**src/logic/fetch_pkg.sv**
```systemverilog
`default_nettype none

package fetch_pkg;

    ////////////////////
    // Widths and sizes
    ////////////////////

    // Data path, PC and instruction width
    localparam int XLEN = 32;

    // Instruction RAM depth in words
    localparam int IMEM_WORDS = 256;
    localparam int IMEM_ADDR_W = 8;

    // First fetch address out of reset
    localparam logic [XLEN-1:0] RESET_PC = 32'h0000_0000;

    ////////////////////
    // Encodings
    ////////////////////

    // Hazard unit code, a level from the back end
    // Only the two stall codes freeze the front end
    typedef enum logic [3:0] {
        haz_none        = 4'b0000,
        haz_stall_early = 4'b0001,
        haz_stall_mmu   = 4'b0010,
        haz_flush       = 4'b0100
    } hazard_t;

    // RV32I major opcodes, instr[6:0]
    typedef enum logic [6:0] {
        op_jal    = 7'b1101111,
        op_jalr   = 7'b1100111,
        op_branch = 7'b1100011,
        op_lui    = 7'b0110111,
        op_auipc  = 7'b0010111,
        op_load   = 7'b0000011,
        op_store  = 7'b0100011,
        op_op_imm = 7'b0010011,
        op_op     = 7'b0110011,
        op_system = 7'b1110011
    } opcode_t;

endpackage

`default_nettype wire

```
**src/logic/pc_gen.sv**
```systemverilog
`timescale 1ns/1ps
`default_nettype none

module pc_gen (
    input  logic                       clk,
    input  logic                       rst,
    input  logic [fetch_pkg::XLEN-1:0] alu_target,
    input  logic                       pc_select,
    input  logic                       mispredict,
    input  logic [fetch_pkg::XLEN-1:0] saved_pc,
    input  logic                       csr_redirect,
    input  logic [fetch_pkg::XLEN-1:0] csr_target,
    input  fetch_pkg::hazard_t         hazard,
    input  logic                       fence,
    input  logic                       jump_taken,
    input  logic [fetch_pkg::XLEN-1:0] jump_offset,
    output logic [fetch_pkg::XLEN-1:0] pc,
    output logic                       pc_valid,
    output logic                       hold,
    output logic                       flush_front,
    output logic                       flush_late
);

    // pc_live  : pc holds an address still to be fetched
    // pc_used  : pc already fetched, held by a fence
    logic                       pc_live;
    logic                       pc_used;
    logic                       live_next;
    logic                       used_next;
    logic                       stall;
    logic                       be_redirect;
    logic [fetch_pkg::XLEN-1:0] pc_next;
    logic [fetch_pkg::XLEN-1:0] jump_base;

    ////////////////////
    // Control decode
    ////////////////////

    assign stall = (hazard == fetch_pkg::haz_stall_early) ||
                   (hazard == fetch_pkg::haz_stall_mmu);
    assign be_redirect = csr_redirect | pc_select;

    // Back-end redirect outranks a stall
    assign hold = stall & ~be_redirect;
    assign flush_late = be_redirect;
    // Early jump only counts once the stall lifts
    assign flush_front = be_redirect | (jump_taken & ~stall);
    assign pc_valid = pc_live & ~hold;

    // Jump PC sits one word behind pc, unless a fence kept pc on it
    assign jump_base = pc_used ? pc : pc - 4;

    ////////////////////
    // Next PC
    ////////////////////

    always_comb begin
        pc_next = pc;
        live_next = pc_live;
        used_next = pc_used;
        if (csr_redirect) begin
            pc_next = csr_target;
            live_next = 1'b1;
            used_next = 1'b0;
        end else if (pc_select) begin
            // Mispredict returns to the fall-through path
            pc_next = mispredict ? saved_pc + 4 : alu_target;
            live_next = 1'b1;
            used_next = 1'b0;
        end else if (hold) begin
            // Freeze everything
            pc_next = pc;
        end else if (jump_taken) begin
            pc_next = jump_base + jump_offset;
            live_next = 1'b1;
            used_next = 1'b0;
        end else if (fence) begin
            // Last presented word still goes out, then bubbles
            live_next = 1'b0;
            used_next = pc_used | pc_live;
        end else if (pc_live | pc_used) begin
            pc_next = pc + 4;
            live_next = 1'b1;
            used_next = 1'b0;
        end else begin
            // First cycle out of reset, present RESET_PC
            live_next = 1'b1;
        end
    end

    always_ff @(posedge clk) begin
        if (rst) begin
            pc <= fetch_pkg::RESET_PC;
            pc_live <= 1'b0;
            pc_used <= 1'b0;
        end else begin
            pc <= pc_next;
            pc_live <= live_next;
            pc_used <= used_next;
        end
    end

endmodule

`default_nettype wire

```
**config.mk**
```make
export PLATFORM = sky130hd
export DESIGN_NAME = pc_gen
export DESIGN_NICKNAME = d
export VERILOG_FILES = /design/src/logic/fetch_pkg.sv /design/src/logic/pc_gen.sv
export SDC_FILE = /design/constraint.sdc
export NUM_CORES = 1
export LEC_CHECK = 0
export BUFFER_PORTS_ARGS = -buffer_cell sky130_fd_sc_hd__buf_2
export CAP_MARGIN = 20
export CORE_ASPECT_RATIO = 0.6
export CORE_MARGIN = 2
export CORE_UTILIZATION = 33
export CTS_CLUSTER_SIZE = 10
export DETAILED_ROUTE_END_ITERATION = 16
export HOLD_SLACK_MARGIN = 0.1
export PLACE_DENSITY_LB_ADDON = 0.2
export SYNTH_ARGS = -nofsm -noshare
export SYNTH_HDL_FRONTEND = slang
export SYNTH_SLANG_ARGS = --single-unit
```
**constraint.sdc**
```tcl
create_clock -name clk -period 4.54 [get_ports clk]
set_input_delay 0.227 -clock clk [delete_from_list [all_inputs] [get_ports clk]]
set_output_delay 0.227 -clock clk [all_outputs]
set_load 0.1 [all_outputs]
```
# Word-level counts from Yosys, hierarchy flattened
# Cells that the tools add are included.
totals:
  ff_bits: 34
  latch_bits: 0
  ram_bits: 0
  mem_bits_ro: 0
  out_inout_bits: 36
  word_cells: 42
  n_memories: 0
classes:
  n_addsub: 4
  n_mul: 0
  div: 0
  order_cmp: 0
  n_eq_ne: 4
  shift: 0
  muxes: 16
  bitwise: 9
  reduce_logical: 6
ops:
  columns: ["op", "n"]
  rows:
  - ["32-bit two-way mux", 8]
  - ["32-bit by 3-bit adder with 32-bit output (second input constant)", 2]
  - ["32-bit adder", 1]
  - ["32-bit by 3-bit subtractor with 32-bit output (second input constant)", 1]
  - ["1-bit two-way mux", 8]
  - ["4-bit by 1-bit equality test with 1-bit output (second input constant)", 1]
  - ["4-bit by 2-bit equality test with 1-bit output (second input constant)", 1]
  - ["4-bit by 3-bit inequality test with 1-bit output (second input constant)", 1]
  - ["4-bit nonzero test", 1]
  - ["1-bit bitwise AND", 3]
  - ["3-bit inequality test (second input constant)", 1]
  - ["1-bit NOT", 3]
  - ["1-bit bitwise OR", 3]
  - ["3-bit AND reduction", 1]
  - ["3-bit nonzero test", 1]
  - ["3-bit OR reduction", 1]
  - ["2-bit AND reduction", 1]
  - ["1-bit logical OR", 1]

# Depth between registers and ports, before layout
depth:
  word_depth: 7
  mapped_depth: 19
  ltp_nobuf: 19

# Worst setup path after synthesis
# Ideal clock, no wire load.
synth_timing:
  path_type: "reg2reg"
  start: "reg pc[3] in the netlist's numbering"
  end: "reg pc[27] in the netlist's numbering"
  arrival_time_ns: 4.827
  t_required_ns: 4.449
  path_slack_ns: -0.378
  stages_incl_launch_ff: 20
  path_cell_list: "dfxtp_1 inv_1 ha_1 or4b_4 or3_4 or4_4 or3b_4 nor4_4 nand2b_1 or2_4 nor2_2 xor2_1 ha_1 a21oi_1 nand3_1 nor3_1 nor2_1 xor2_1 nand2_1 a311oi_1"
synth_between:
  elab_chain_cells: 7
  word_cells_on_any_way: 10
  classes_between: "add/sub (3); mux (7)"
synth_rtl:
  columns: ["element", "line_no", "rtl"]
  rows:
  - ["from (decl)", "pc_gen.sv:17", "output logic [fetch_pkg::XLEN-1:0] pc,"]
  - ["from (signal assigned)", "pc_gen.sv:93", "pc <= fetch_pkg::RESET_PC;"]
  - ["from (signal assigned)", "pc_gen.sv:97", "pc <= pc_next;"]
  - ["32-bit by 3-bit subtractor with 32-bit output or 32-bit by 3-bit adder with 32-bit output (tied branches)", "pc_gen.sv:51, pc_gen.sv:82", null]
  - ["32-bit two-way mux, on equally long branches", "pc_gen.sv:51, pc_gen.sv:81", null]
  - ["32-bit adder or 32-bit two-way mux (tied branches)", "pc_gen.sv:74, pc_gen.sv:77", null]
  - ["32-bit two-way mux *", "pc_gen.sv:73", "end else if (jump_taken) begin"]
  - ["32-bit two-way mux *", "pc_gen.sv:70", "end else if (hold) begin"]
  - ["32-bit two-way mux *", "pc_gen.sv:65", "end else if (pc_select) begin"]
  - ["32-bit two-way mux *", "pc_gen.sv:61", "if (csr_redirect) begin"]
# Mark *: on every way between the ends. The rest lies on a longest branch, timed or not. The select of a mux whose other input is x is not followed.
# A chain may end at the register's enable or synchronous reset.

# Final worst setup path
layout_timing:
  start: "reg pc[2] in the netlist's numbering"
  end: "reg pc[31] in the netlist's numbering"
# The elaborated chain is that of the path after synthesis.

==> metrics.cfg <==
[synthesis]
yosys.area.top_type_share_pct=12.4
ys.flop_type=dfxtp_1
yosys.area.top_type=dfxtp_1
seq_area_frac_synth_pct=12.4
ys_top_cells_by_area=dfxtp_1 12%, xor2_1 9.9%, ha_1 8.9%
syn_nets=978
syn_area_per_cell_um2=6.89
synthArstFlopShare_pct=0
syn_inst=799
yosys_warnings=0
syn_area_um2=5500
ys_types=63
ys_ff_latch=34
synth_edf_count=0

[place]
placed_cell_area_um2=6890
place_hpwl_um=18400
gp_congestion=0.918
io_buffers=174

[sta]
final_hold_viol_count=0
setup_viol=0
period_share_pct=100
slew_headroom_pct=38.6
tightestPinTransition_ns=0.919
slew_viol_final=0
min_period_ns=4.54
clock.fmax_mhz=220
fin_setup_tns_ns=0
rsz0062_at_grt=yes
skew_ns=0.00999

[global_routing]
grt_pass1_vias=5909
grt_use_total_pct=25.1
grt_pass1_wl_um=34700
antenna_found_initial=1
grt_max_degree=38
grt_overflow_total=0

[detailed_routing]
first_pass_iters=7
wl_um=23000
avgViaCountPerCell=5.47
vias=6673
drcViolationCount=0
drt_iter0_drc=582
drt-wirelength-per-cell_um=18.8
ant_nets=0

[clock_tree]
cts.sinks=34
cts_made_buffers=5
cts_root_buf=clkbuf_16
cts_buffer_depth=2
clk_pin_slew_ns=0.06
cts_hold_buf=0
htreeDepth=2
insertion_delay_ns=0.29
cts_tree=done

[setup_path]
crit_path_top_delay_cell=or4b_4
worst-path-buf-inv=4
endpoint_kind=register
path_max_fanout=4
cpLargestDelayFamily=simple AND/OR/NAND/NOR gates
crit_path_max_incr_delay_ns=0.47
crit_required_ns=4.75
cp_cell_sequence=inv_4 > ha_4 > or4b_4 > or3_4 > or4_4 > or3b_4 > buf_4 > nor2_4 > xor2_2 > ha_1 > buf_4 > and3_4 > nand4_1 > a21oi_2 > nor3_4 > buf_6 > o31ai_2 > xnor2_1 > nand2_1 > a211oi_2
arrival_ns=4.75
crit_top_cell=buf_4
cp-start-kind=register
path_class=register to register

[die]
io_pins=175
fp.dieH_um=104
die_area_um2=17800
die_w_um=171
start_util_pct=33.8
row_count=36
core_um2=16300

[finish]
syn2layout_area_growth_pct=34.4
utilization_pct=45.5
stdcell_area_um2=7400
nets=1169
drive_gt1_share_pct=30.6
final.fill_count=1679

[run_status]
status=finished, final reports clean

[hold_path]
hold_class=primary input to register

[power_and_ir_drop]
total_power_mw=2.13
p_leak_nw=3.32
vdd_drop_max_mv=0.132
p_per_area_nw_per_um2=287

[run]
maxCapViolations=0

[cell usage after synthesis, types with 7 or more instances]
cell      number
nand2_1       92
nor2_1        81
xor2_1        62
a21oi_1       60
clkbuf_1      47
xnor2_1       43
o21ai_0       41
ha_1          39
dfxtp_1       34
a211oi_1      31
nand3_1       29
inv_1         22
nor3_1        22
and3_1        20
nand4_1       16
or3_1         14
a21o_1        13
a221oi_1      12
a311oi_1       7
and4_1         7
mux2i_1        7
o211ai_1       7
[worst paths after layout]
path | from | endpoint | slack (ns) | cells past startpoint
worst min register to register | pc_live$_SDFFE_PP0P_ | pc_live$_SDFFE_PP0P_ | 0.52 | 2
worst max register to register | pc[2]$_SDFFE_PP0P_ | pc[31]$_SDFFE_PP0P_ | 0.001 | 20
worst max-delay path | pc[2]$_SDFFE_PP0P_ | pc[31]$_SDFFE_PP0P_ | 0.001 | 20
worst min-delay path | fence | pc_live$_SDFFE_PP0P_ | 0.18 | 2
[state kept, by name, summed over array words and instances, names as in the netlist]
name	flops
pc	32
pc_live	1
pc_used	1
[logic make-up after synthesis]
logic type | synth area share [%]
compound gates | 25.6
xor+xnor | 16.7
fa+ha+maj | 9.23
buf+inv | 5.14
flops | 12.4
mux | 1.89
simple gates | 29.0
[final cells by class]
cell class,instances,area [um2],share of cell area [%]
inverters,22,87.6,1.18
clock buffers,7,143,1.93
flip-flops and latches,34,696,9.41
well taps,228,285,3.86
multi-input cells,692,4840,65.4
clock inverters,1,5.00,0.0677
diodes,1,2.50,0.0338
repair buffers,235,1340,18.1
[cell usage in the layout, fill, tap and decap left out, types with 4 or more instances in the layout]
cell | Yosys | routed
mux2i_1 | 7 | 7
a221o_1 | 5 | 5
nand4_1 | 16 | 16
o221ai_1 | 6 | 6
nand3_1 | 29 | 27
xor2_1 | 62 | 59
clkbuf_16 | 0 | 5
nand2_1 | 92 | 92
dfxtp_4 | 0 | 4
inv_1 | 22 | 20
a311oi_1 | 7 | 7
buf_4 | 0 | 58
nor3_1 | 22 | 21
o21ai_0 | 41 | 33
dfxtp_1 | 34 | 30
and4_1 | 7 | 7
buf_2 | 1 | 174
a221oi_1 | 12 | 11
nor2_1 | 81 | 78
o21bai_1 | 4 | 4
and3_1 | 20 | 19
or3_1 | 14 | 14
nor4_1 | 4 | 4
xnor2_1 | 43 | 40
ha_1 | 39 | 34
o21ai_1 | 0 | 6
nor2_4 | 0 | 5
a211oi_1 | 31 | 29
a21oi_2 | 0 | 8
o211ai_1 | 7 | 7
a21o_1 | 13 | 13
nand2b_1 | 6 | 6
nor2b_1 | 6 | 6
and2_1 | 5 | 5
a31oi_1 | 6 | 5
a21oi_1 | 60 | 50
ha_4 | 0 | 4
[power by group]
group          total [mW]  leakage (nW)  internal, mW  switching [mW]
Sequential          0.391         0.285         0.329          0.0625
Combinational        1.38          2.96         0.504           0.871
Clock               0.359        0.0739         0.218           0.141
[through the flow]
| stage | hold slack, ns | setup WS, ns | instances |
|---|---|---|---|
| detailed placement | 0.474 | -0.0908 | 1203 |
| floorplan | 0.336 | 0.00822 | 799 |
| CTS | 0.180 | -0.0176 | 1214 |
| global route | 0.197 | -0.221 | 1220 |
| finish | 0.175 | 0.00135 | 1220 |
| global placement | 0.468 | -0.0218 | 1203 |
[timing repair]
| item | 4_1_cts | 5_1_grt |
|---|---|---|
| endpoints found under the setup margin | 7 | 11 |
| setup buffers | 3 | 5 |
| gates resized for setup | 13 | 51 |
| pin swaps | 2 | 20 |
[metal layers]
metal | GRT usage [%] | up-vias | part of all wire (%)
met5 | 0 | - | 0
met4 | 2.75 | 0 | 0.55
met3 | 3.50 | 8 | 9.5
met2 | 31.0 | 313 | 37
met1 | 44.0 | 3056 | 53
li1 | - | 3296 | -
No activity file was read; power rests on OpenSTA's default activity.
