$ cat src/logic/fetch_pkg.sv
`default_nettype none

package fetch_pkg;

    ////////////////////
    // Widths and sizes
    ////////////////////

    // Data path, PC and instruction width
    localparam int XLEN = 32;

    // Instruction RAM depth in words
    localparam int IMEM_WORDS = 256;
    localparam int IMEM_ADDR_W = 8;

    // First fetch address out of reset
    localparam logic [XLEN-1:0] RESET_PC = 32'h0000_0000;

    ////////////////////
    // Encodings
    ////////////////////

    // Hazard unit code, a level from the back end
    // Only the two stall codes freeze the front end
    typedef enum logic [3:0] {
        haz_none        = 4'b0000,
        haz_stall_early = 4'b0001,
        haz_stall_mmu   = 4'b0010,
        haz_flush       = 4'b0100
    } hazard_t;

    // RV32I major opcodes, instr[6:0]
    typedef enum logic [6:0] {
        op_jal    = 7'b1101111,
        op_jalr   = 7'b1100111,
        op_branch = 7'b1100011,
        op_lui    = 7'b0110111,
        op_auipc  = 7'b0010111,
        op_load   = 7'b0000011,
        op_store  = 7'b0100011,
        op_op_imm = 7'b0010011,
        op_op     = 7'b0110011,
        op_system = 7'b1110011
    } opcode_t;

endpackage

`default_nettype wire

$ cat src/logic/fetch_slot_if.sv
`timescale 1ns/1ps
`default_nettype none

// One fetched word in flight between RAM read and early decode
interface fetch_slot_if;

    // PC the word was read from
    logic [fetch_pkg::XLEN-1:0] slot_pc;
    // Raw instruction, zero when faulted
    logic [fetch_pkg::XLEN-1:0] slot_instr;
    // Slot carries a real fetch, not a bubble
    logic                       slot_valid;
    // PC was outside the instruction RAM
    logic                       slot_fault;

    // Memory stage side
    modport mem (
        output slot_pc,
        output slot_instr,
        output slot_valid,
        output slot_fault
    );

    // Decode stage side
    modport dec (
        input slot_pc,
        input slot_instr,
        input slot_valid,
        input slot_fault
    );

endinterface

`default_nettype wire

$ cat src/logic/early_jump_decode.sv
`timescale 1ns/1ps
`default_nettype none

module early_jump_decode (
    input  logic                       clk,
    input  logic                       rst,
    fetch_slot_if.dec                  slot,
    input  logic                       hold,
    input  logic                       flush_late,
    output logic                       jump_taken,
    output logic [fetch_pkg::XLEN-1:0] jump_offset,
    output logic [fetch_pkg::XLEN-1:0] dec_pc,
    output logic [fetch_pkg::XLEN-1:0] dec_instr,
    output logic                       dec_valid,
    output logic                       dec_pred_taken,
    output logic                       dec_fault
);

    fetch_pkg::opcode_t         opcode;
    logic [fetch_pkg::XLEN-1:0] instr;
    logic [fetch_pkg::XLEN-1:0] imm_j;
    logic [fetch_pkg::XLEN-1:0] imm_b;
    logic                       is_jal;
    logic                       is_branch;
    logic                       predict;
    logic                       slot_live;

    assign instr = slot.slot_instr;
    assign opcode = fetch_pkg::opcode_t'(instr[6:0]);

    ////////////////////
    // Immediates
    ////////////////////

    // J-type, imm[20|10:1|11|19:12]
    assign imm_j = {{11{instr[31]}}, instr[31], instr[19:12], instr[20],
                    instr[30:21], 1'b0};

    // B-type, imm[12|10:5] and imm[4:1|11]
    assign imm_b = {{19{instr[31]}}, instr[31], instr[7], instr[30:25],
                    instr[11:8], 1'b0};

    ////////////////////
    // Classify
    ////////////////////

    always_comb begin
        is_jal = 1'b0;
        is_branch = 1'b0;
        case (opcode)
            fetch_pkg::op_jal: begin
                is_jal = 1'b1;
            end
            fetch_pkg::op_branch: begin
                is_branch = 1'b1;
            end
            // JALR and the rest resolve in execute
            default: begin
                is_jal = 1'b0;
            end
        endcase
    end

    // Static rule, JAL always, branch only backward
    assign predict = is_jal | (is_branch & imm_b[fetch_pkg::XLEN-1]);

    // Bubbles and faulted slots never redirect
    assign slot_live = slot.slot_valid & ~slot.slot_fault;

    assign jump_taken = slot_live & predict;
    assign jump_offset = is_jal ? imm_j : imm_b;

    ////////////////////
    // Output register
    ////////////////////

    always_ff @(posedge clk) begin
        if (rst) begin
            dec_valid <= 1'b0;
            dec_pred_taken <= 1'b0;
            dec_fault <= 1'b0;
        end else if (flush_late) begin
            // Back-end redirect kills the older path
            dec_valid <= 1'b0;
            dec_pred_taken <= 1'b0;
            dec_fault <= 1'b0;
        end else if (!hold) begin
            dec_valid <= slot.slot_valid;
            dec_pred_taken <= slot_live & predict;
            dec_fault <= slot.slot_valid & slot.slot_fault;
        end
    end

    // Slot payload toward the back end
    always_ff @(posedge clk) begin
        if (!hold) begin
            dec_pc <= slot.slot_pc;
            dec_instr <= slot.slot_instr;
        end
    end

endmodule

`default_nettype wire

$ cat src/flat_wrapper.sv
// flat-port wrapper written by rule: the top's interface ports become plain ports
module early_jump_decode_flat 
  (clk, rst, hold, flush_late, jump_taken, jump_offset, dec_pc, dec_instr, dec_valid, dec_pred_taken, dec_fault, slot_slot_pc, slot_slot_instr, slot_slot_valid, slot_slot_fault);
  fetch_slot_if slot_i ();
  input  logic clk;
  input  logic rst;
  input  logic hold;
  input  logic flush_late;
  output logic jump_taken;
  output logic [fetch_pkg::XLEN-1:0] jump_offset;
  output logic [fetch_pkg::XLEN-1:0] dec_pc;
  output logic [fetch_pkg::XLEN-1:0] dec_instr;
  output logic dec_valid;
  output logic dec_pred_taken;
  output logic dec_fault;
  input wire logic [$bits(slot_i.slot_pc)-1:0] slot_slot_pc;
  input wire logic [$bits(slot_i.slot_instr)-1:0] slot_slot_instr;
  input wire logic [$bits(slot_i.slot_valid)-1:0] slot_slot_valid;
  input wire logic [$bits(slot_i.slot_fault)-1:0] slot_slot_fault;
  assign slot_i.slot_pc = slot_slot_pc;
  assign slot_i.slot_instr = slot_slot_instr;
  assign slot_i.slot_valid = slot_slot_valid;
  assign slot_i.slot_fault = slot_slot_fault;
  early_jump_decode u_core (.clk(clk), .rst(rst), .slot(slot_i), .hold(hold), .flush_late(flush_late), .jump_taken(jump_taken), .jump_offset(jump_offset), .dec_pc(dec_pc), .dec_instr(dec_instr), .dec_valid(dec_valid), .dec_pred_taken(dec_pred_taken), .dec_fault(dec_fault));
endmodule
$ cat config.mk
export PLATFORM = sky130hd
export DESIGN_NAME = early_jump_decode_flat
export DESIGN_NICKNAME = d
export VERILOG_FILES = /design/src/logic/fetch_pkg.sv /design/src/logic/fetch_slot_if.sv /design/src/logic/early_jump_decode.sv /design/src/flat_wrapper.sv
export SDC_FILE = /design/constraint.sdc
export NUM_CORES = 1
export LEC_CHECK = 0
export BUFFER_PORTS_ARGS = -buffer_cell sky130_fd_sc_hd__buf_2
export CORE_MARGIN = 2
export CORE_UTILIZATION = 36
export DETAILED_ROUTE_END_ITERATION = 10
export PLACE_DENSITY = 0.75
export SLEW_MARGIN = 20
export SYNTH_ARGS = -nofsm -noshare
export SYNTH_HDL_FRONTEND = slang
export SYNTH_SLANG_ARGS = --single-unit
$ cat constraint.sdc
create_clock -name clk -period 2 [get_ports clk]
set_clock_uncertainty 0.2 [all_clocks]
set_input_delay 0.2 -clock clk [delete_from_list [all_inputs] [get_ports clk]]
set_output_delay 0.2 -clock clk [all_outputs]
set_load 0.005 [all_outputs]
======== Yosys cells after proc, flatten, opt, wreduce, memory -nomap -nowiden ========
Index checks and enable logic that the tools add are counted.
word-level totals
  flip-flop bits (word level) ............. 67
  input bits .............................. 70
  logic and storage cells ................. 17
operators by class
  equality and inequality tests ........... 2
  mux-type cells .......................... 3
  bitwise logic cells ..................... 6
  reduce and logical (&&, ||, !) cells .... 1
operators by type and width
  kind                                   number
  20-bit two-way mux                     1
  7-bit == test (second input constant)  2
  1-bit AND                              4
  1-bit two-way mux                      2
  2-bit OR reduction                     1
  1-bit inverter                         1
  1-bit OR                               1

======== Depth between registers and ports, before layout ========
  depth after elaboration ................. 5
  gate-level depth with buffers ........... 5
  gate-level depth less buffers ........... 3

======== Worst setup path before layout ========
OpenSTA, ideal clock, no wires.
  kind .................................... input -> register
  start ................................... input port hold
  end ..................................... register u_core.dec_pred_taken
  path slack .............................. -212 ps
  data required time ...................... 1743 ps
  setup time .............................. 57 ps
  cell stages on the path ................. 3
  arrival time ............................ 1955 ps
  cells stage by stage .................... inv_1 -> o21ai_0 -> o21ba_2
RTL lines
  item                  RTL line                 text
  from (decl)           flat_wrapper.sv:7        input logic hold;
  to (signal assigned)  early_jump_decode.sv:89  dec_pred_taken <= slot_live & predict;
  to (decl)             early_jump_decode.sv:15  output logic dec_pred_taken,

======== Final worst setup path ========
  start ................................... input port slot_slot_instr[5]
  end ..................................... output port jump_offset[12] (netlist name)
between the ends
  longest elaborated chain between the ends .. 3
RTL lines
  item                RTL line                 text
  from (decl)         flat_wrapper.sv:17       input wire logic [$bits(slot_i.slot_instr)-1:0] slot_slot_instr;
  7-bit == test       early_jump_decode.sv:50  case (opcode)
  1-bit two-way mux   early_jump_decode.sv:50
  20-bit two-way mux  early_jump_decode.sv:71  assign jump_offset = is_jal ? imm_j : imm_b;
  to (decl)           flat_wrapper.sv:10       output logic [fetch_pkg::XLEN-1:0] jump_offset;
Every way passes these cells.

==> key figures <==
Run status
  • Result of the run: finished clean

Hold path
  • Min-Delay Path Depth: 1
  • Hold worst-path end: u_core.dec_instr[31]
  • Start point of the worst min-delay path: slot_slot_instr[31]
  • Kind of path behind the tightest hold check: input pin to register

Final layout
  • Layout cell share with drive strength beyond 1: between 50% and 60%
  • Post-layout util: roughly 64%
  • Filler cells: 481
  • Number of diodes: 0
  • Area growth from synthesis to final layout: 71.6%
  • Post-layout net count: 417

Clock tree
  • CTS tree: yes
  • Number of clock sinks: 67
  • Clock tree root buffer cell: sky130_fd_sc_hd__clkbuf_8
  • Latest clock arrival within the worst-skew pair: 0.33 ns
  • Buffers inserted during post-CTS setup optimization: 0
  • Maximum buffer depth of the clock tree: 2
  • Clk slew on worst S/H paths: 0.07 ns
  • H-tree level count: 3
  • Number of clock buffers inserted by TritonCTS: 9

Yosys
  • Number of enable-type register cells in the synthesized netlist: 64
  • Summed instance area of the synthesized netlist: 0.00240 sq mm
  • Synthesis-stage register bit count: 67
  • Cell with the most instances after synthesis: sky130_fd_sc_hd__edfxtp_1
  • Post-synthesis sequential area ratio: 82.6%
  • Post-synth top area cell: sky130_fd_sc_hd__edfxtp_1
  • Avg Cell Area, Syn: 20.2 sq um
  • Post-synthesis async set-or-reset flop share: 0%
  • Synth cell types: 23
  • Number of warnings reported in the yosys synthesis log: 0
  • Most common flop cell mapped by yosys: sky130_fd_sc_hd__edfxtp_1
  • Fraction of post-synthesis cell area in the top cell type by area: 80.1%
  • Post-Synthesis Cells: 119
  • Area contributors post-synth: sky130_fd_sc_hd__edfxtp_1 (80%), sky130_fd_sc_hd__buf_4 (5.9%), sky130_fd_sc_hd__dfxtp_1 (2.5%)
  • Number of nets in the synthesized netlist: 189
  • Post-synth top cells: sky130_fd_sc_hd__edfxtp_1 (64), sky130_fd_sc_hd__buf_4 (19), sky130_fd_sc_hd__a21o_1 (8), sky130_fd_sc_hd__dfxtp_1 (3), sky130_fd_sc_hd__mux2_2 (3)

Setup path
  • Critical path endpoint category: output port
  • Crit-path max FO: 8
  • End of the worst register-to-register path: u_core.dec_fault
  • Startpoint kind of the worst setup timing path: input pin
  • Setup CP Type: input pin to output port
  • Critical path data required time: ~1.6 ns
  • Worst Path Arrival: around 1.4 ns
  • Beginning of the worst register-to-register path: u_core.dec_fault
  • Register-to-register path setup slack: 0.46 ns
  • Number of cell instances on the worst register-to-register path: 4

Floorplanning
  • Row count: 29
  • Core region area: 0.00639 sq mm
  • Horizontal extent of the die: 85.6 um
  • DIE AREA: 0.00734 sq mm
  • Starting Density: 37.6%
  • Boundary Pins: 170
  • Vertical die dimension: 85.6 um

STA
  • Final Max Slew Viols: 0
  • Headroom to the max-slew limit: 50.7%
  • Setup TNS: 0 ns
  • Tcrit/Tclk final: roughly nine tenths
  • Setup violations, final: 0
  • Hold Violations, Final: 0
  • Shortest clock period the worst path allows after layout: 1.83 ns
  • Unrepaired setup endpoints after global routing: no
  • Worst Max-Slew Pin Slew: 0.730 ns
  • Maximum frequency from static timing analysis: 547 MHz

Place
  • Final GP Congestion: 0.733
  • Post-DP HPWL: between 4000 and 5000 um
  • Number of I/O port buffers: 168

Route
  • Via total after detailed routing: between 1500 and 2000
  • Total iterations of the first detailed-routing run: 4
  • Routed wirelength normalized by instance count: ~15 um
  • Final antenna-violating net count: 0
  • Post-detailed-route via-to-cell ratio: 4.49
  • # DRC: 0
  • Drt first-iter violations: 77
  • Final wirelength: 6580 um

Global route
  • Maximum number of pins on one net before global-route repair: 44
  • Total global-route track usage: 18.0%
  • Sum of overflow across all layers after global routing: 0
  • Via count of the first global-routing pass: roughly 2000
  • Wire length of the first global-routing pass: about 9900 um
  • Antenna violations before repair: 0

Power and ir drop
  • Maximum vdd ir drop: 0.533 mV
  • Pwr per Cell Area: slightly above 800 mW/mm^2
  • Leakage dissipation: 0.00188 uW

Run
  • # Max-Cap Violations: 0
## registers in the layout (all words and copies together), names as in the netlist
| register | count |
|---|---|
| u_core.dec_valid | 1 |
| u_core.dec_pc | 32 |
| u_core.dec_instr | 32 |
| u_core.dec_pred_taken | 1 |
| u_core.dec_fault | 1 |
## where the power goes
part / total (uW) / internal, uW / leakage (uW) / switching, uW
Clock: 1330 / 826 / 0.000117 / 500
Combinational: 409 / 241 / 0.00112 / 168
Sequential: 1680 / 1650 / 0.000651 / 26.1
## routing by layer
layer	routed length (um)	track usage, %	share of wire, %	up-vias
met5	0	0	0	-
met4	57	6.93	0.87	0
li1	-	-	-	891
met2	3350	31.6	51	126
met1	2410	19.8	37	902
met3	760	6.74	12	9
## worst max-delay path, stage by stage
cell and delay, ns:
sky130_fd_sc_hd__buf_2 0.10, sky130_fd_sc_hd__and3b_1 0.21, sky130_fd_sc_hd__a41oi_1 0.65, sky130_fd_sc_hd__a21o_1 0.15
sky130_fd_sc_hd__buf_2 0.12
## cells by family after synthesis
group / Yosys count / synth area share (%)
other cells: 1 / 0.156
flops: 67 / 82.6
simple gates: 9 / 2.66
buf+inv: 23 / 7.35
mux: 6 / 3.08
compound gates: 13 / 4.17
## timing repair
item,CTS,global route
gates resized for setup,0,0
hold buffers,68,0
hold endpoints to repair,66,0
## worst max-delay path by stage
stage                                   from                     to  slack [ns]  cells past startpoint
final                     slot_slot_instr[5]        jump_offset[12]        0.17                      5
after global routing      slot_slot_instr[5]        jump_offset[16]        0.02                      5
after CTS                 slot_slot_instr[4]         jump_offset[4]        0.17                      5
after detailed placement  slot_slot_instr[4]         jump_offset[4]        0.17                      5
after global placement    slot_slot_instr[4]         jump_offset[4]        0.20                      5
after floorplan                         hold  u_core.dec_pred_taken        0.21                      3
## cell type report
type	count	area [sq um]	share of cell area [%]
clock inverter	7	115	2.79
sequential	67	1980	48.1
multi-input combinational	29	241	5.86
timing repair buffer	238	1550	37.6
tap	77	96.3	2.34
clock buffer	9	124	3.01
inverter	2	11.3	0.273
## cells in the final DEF (no fill, tap or decap), types with 2 or more instances in the layout
cell / count
sky130_fd_sc_hd__buf_2: 168
sky130_fd_sc_hd__mux2_4: 2
sky130_fd_sc_hd__clkbuf_8: 9
sky130_fd_sc_hd__bufinv_16: 3
sky130_fd_sc_hd__clkinvlp_4: 2
sky130_fd_sc_hd__edfxtp_1: 64
sky130_fd_sc_hd__mux2_2: 3
sky130_fd_sc_hd__dfxtp_1: 3
sky130_fd_sc_hd__dlygate4sd3_1: 68
sky130_fd_sc_hd__nor3_1: 2
sky130_fd_sc_hd__a21o_1: 8
sky130_fd_sc_hd__and2_1: 2
## stage by stage
step / instances / hold slack, ns / cell area [sq um] / setup WS (ns) / total power, uW
floorplan: 119 / 0.0768 / 2400 / 0.214 / 1810
global placement: 345 / 0.177 / 3200 / 0.201 / 2000
detailed placement: 345 / 0.179 / 3200 / 0.170 / 2020
CTS: 429 / 0.00595 / 4120 / 0.173 / 3450
global route: 429 / 0.0304 / 4120 / 0.0174 / 3560
finish: 429 / 0.0182 / 4120 / 0.173 / 3410
No activity file was read; power rests on OpenSTA's default activity.
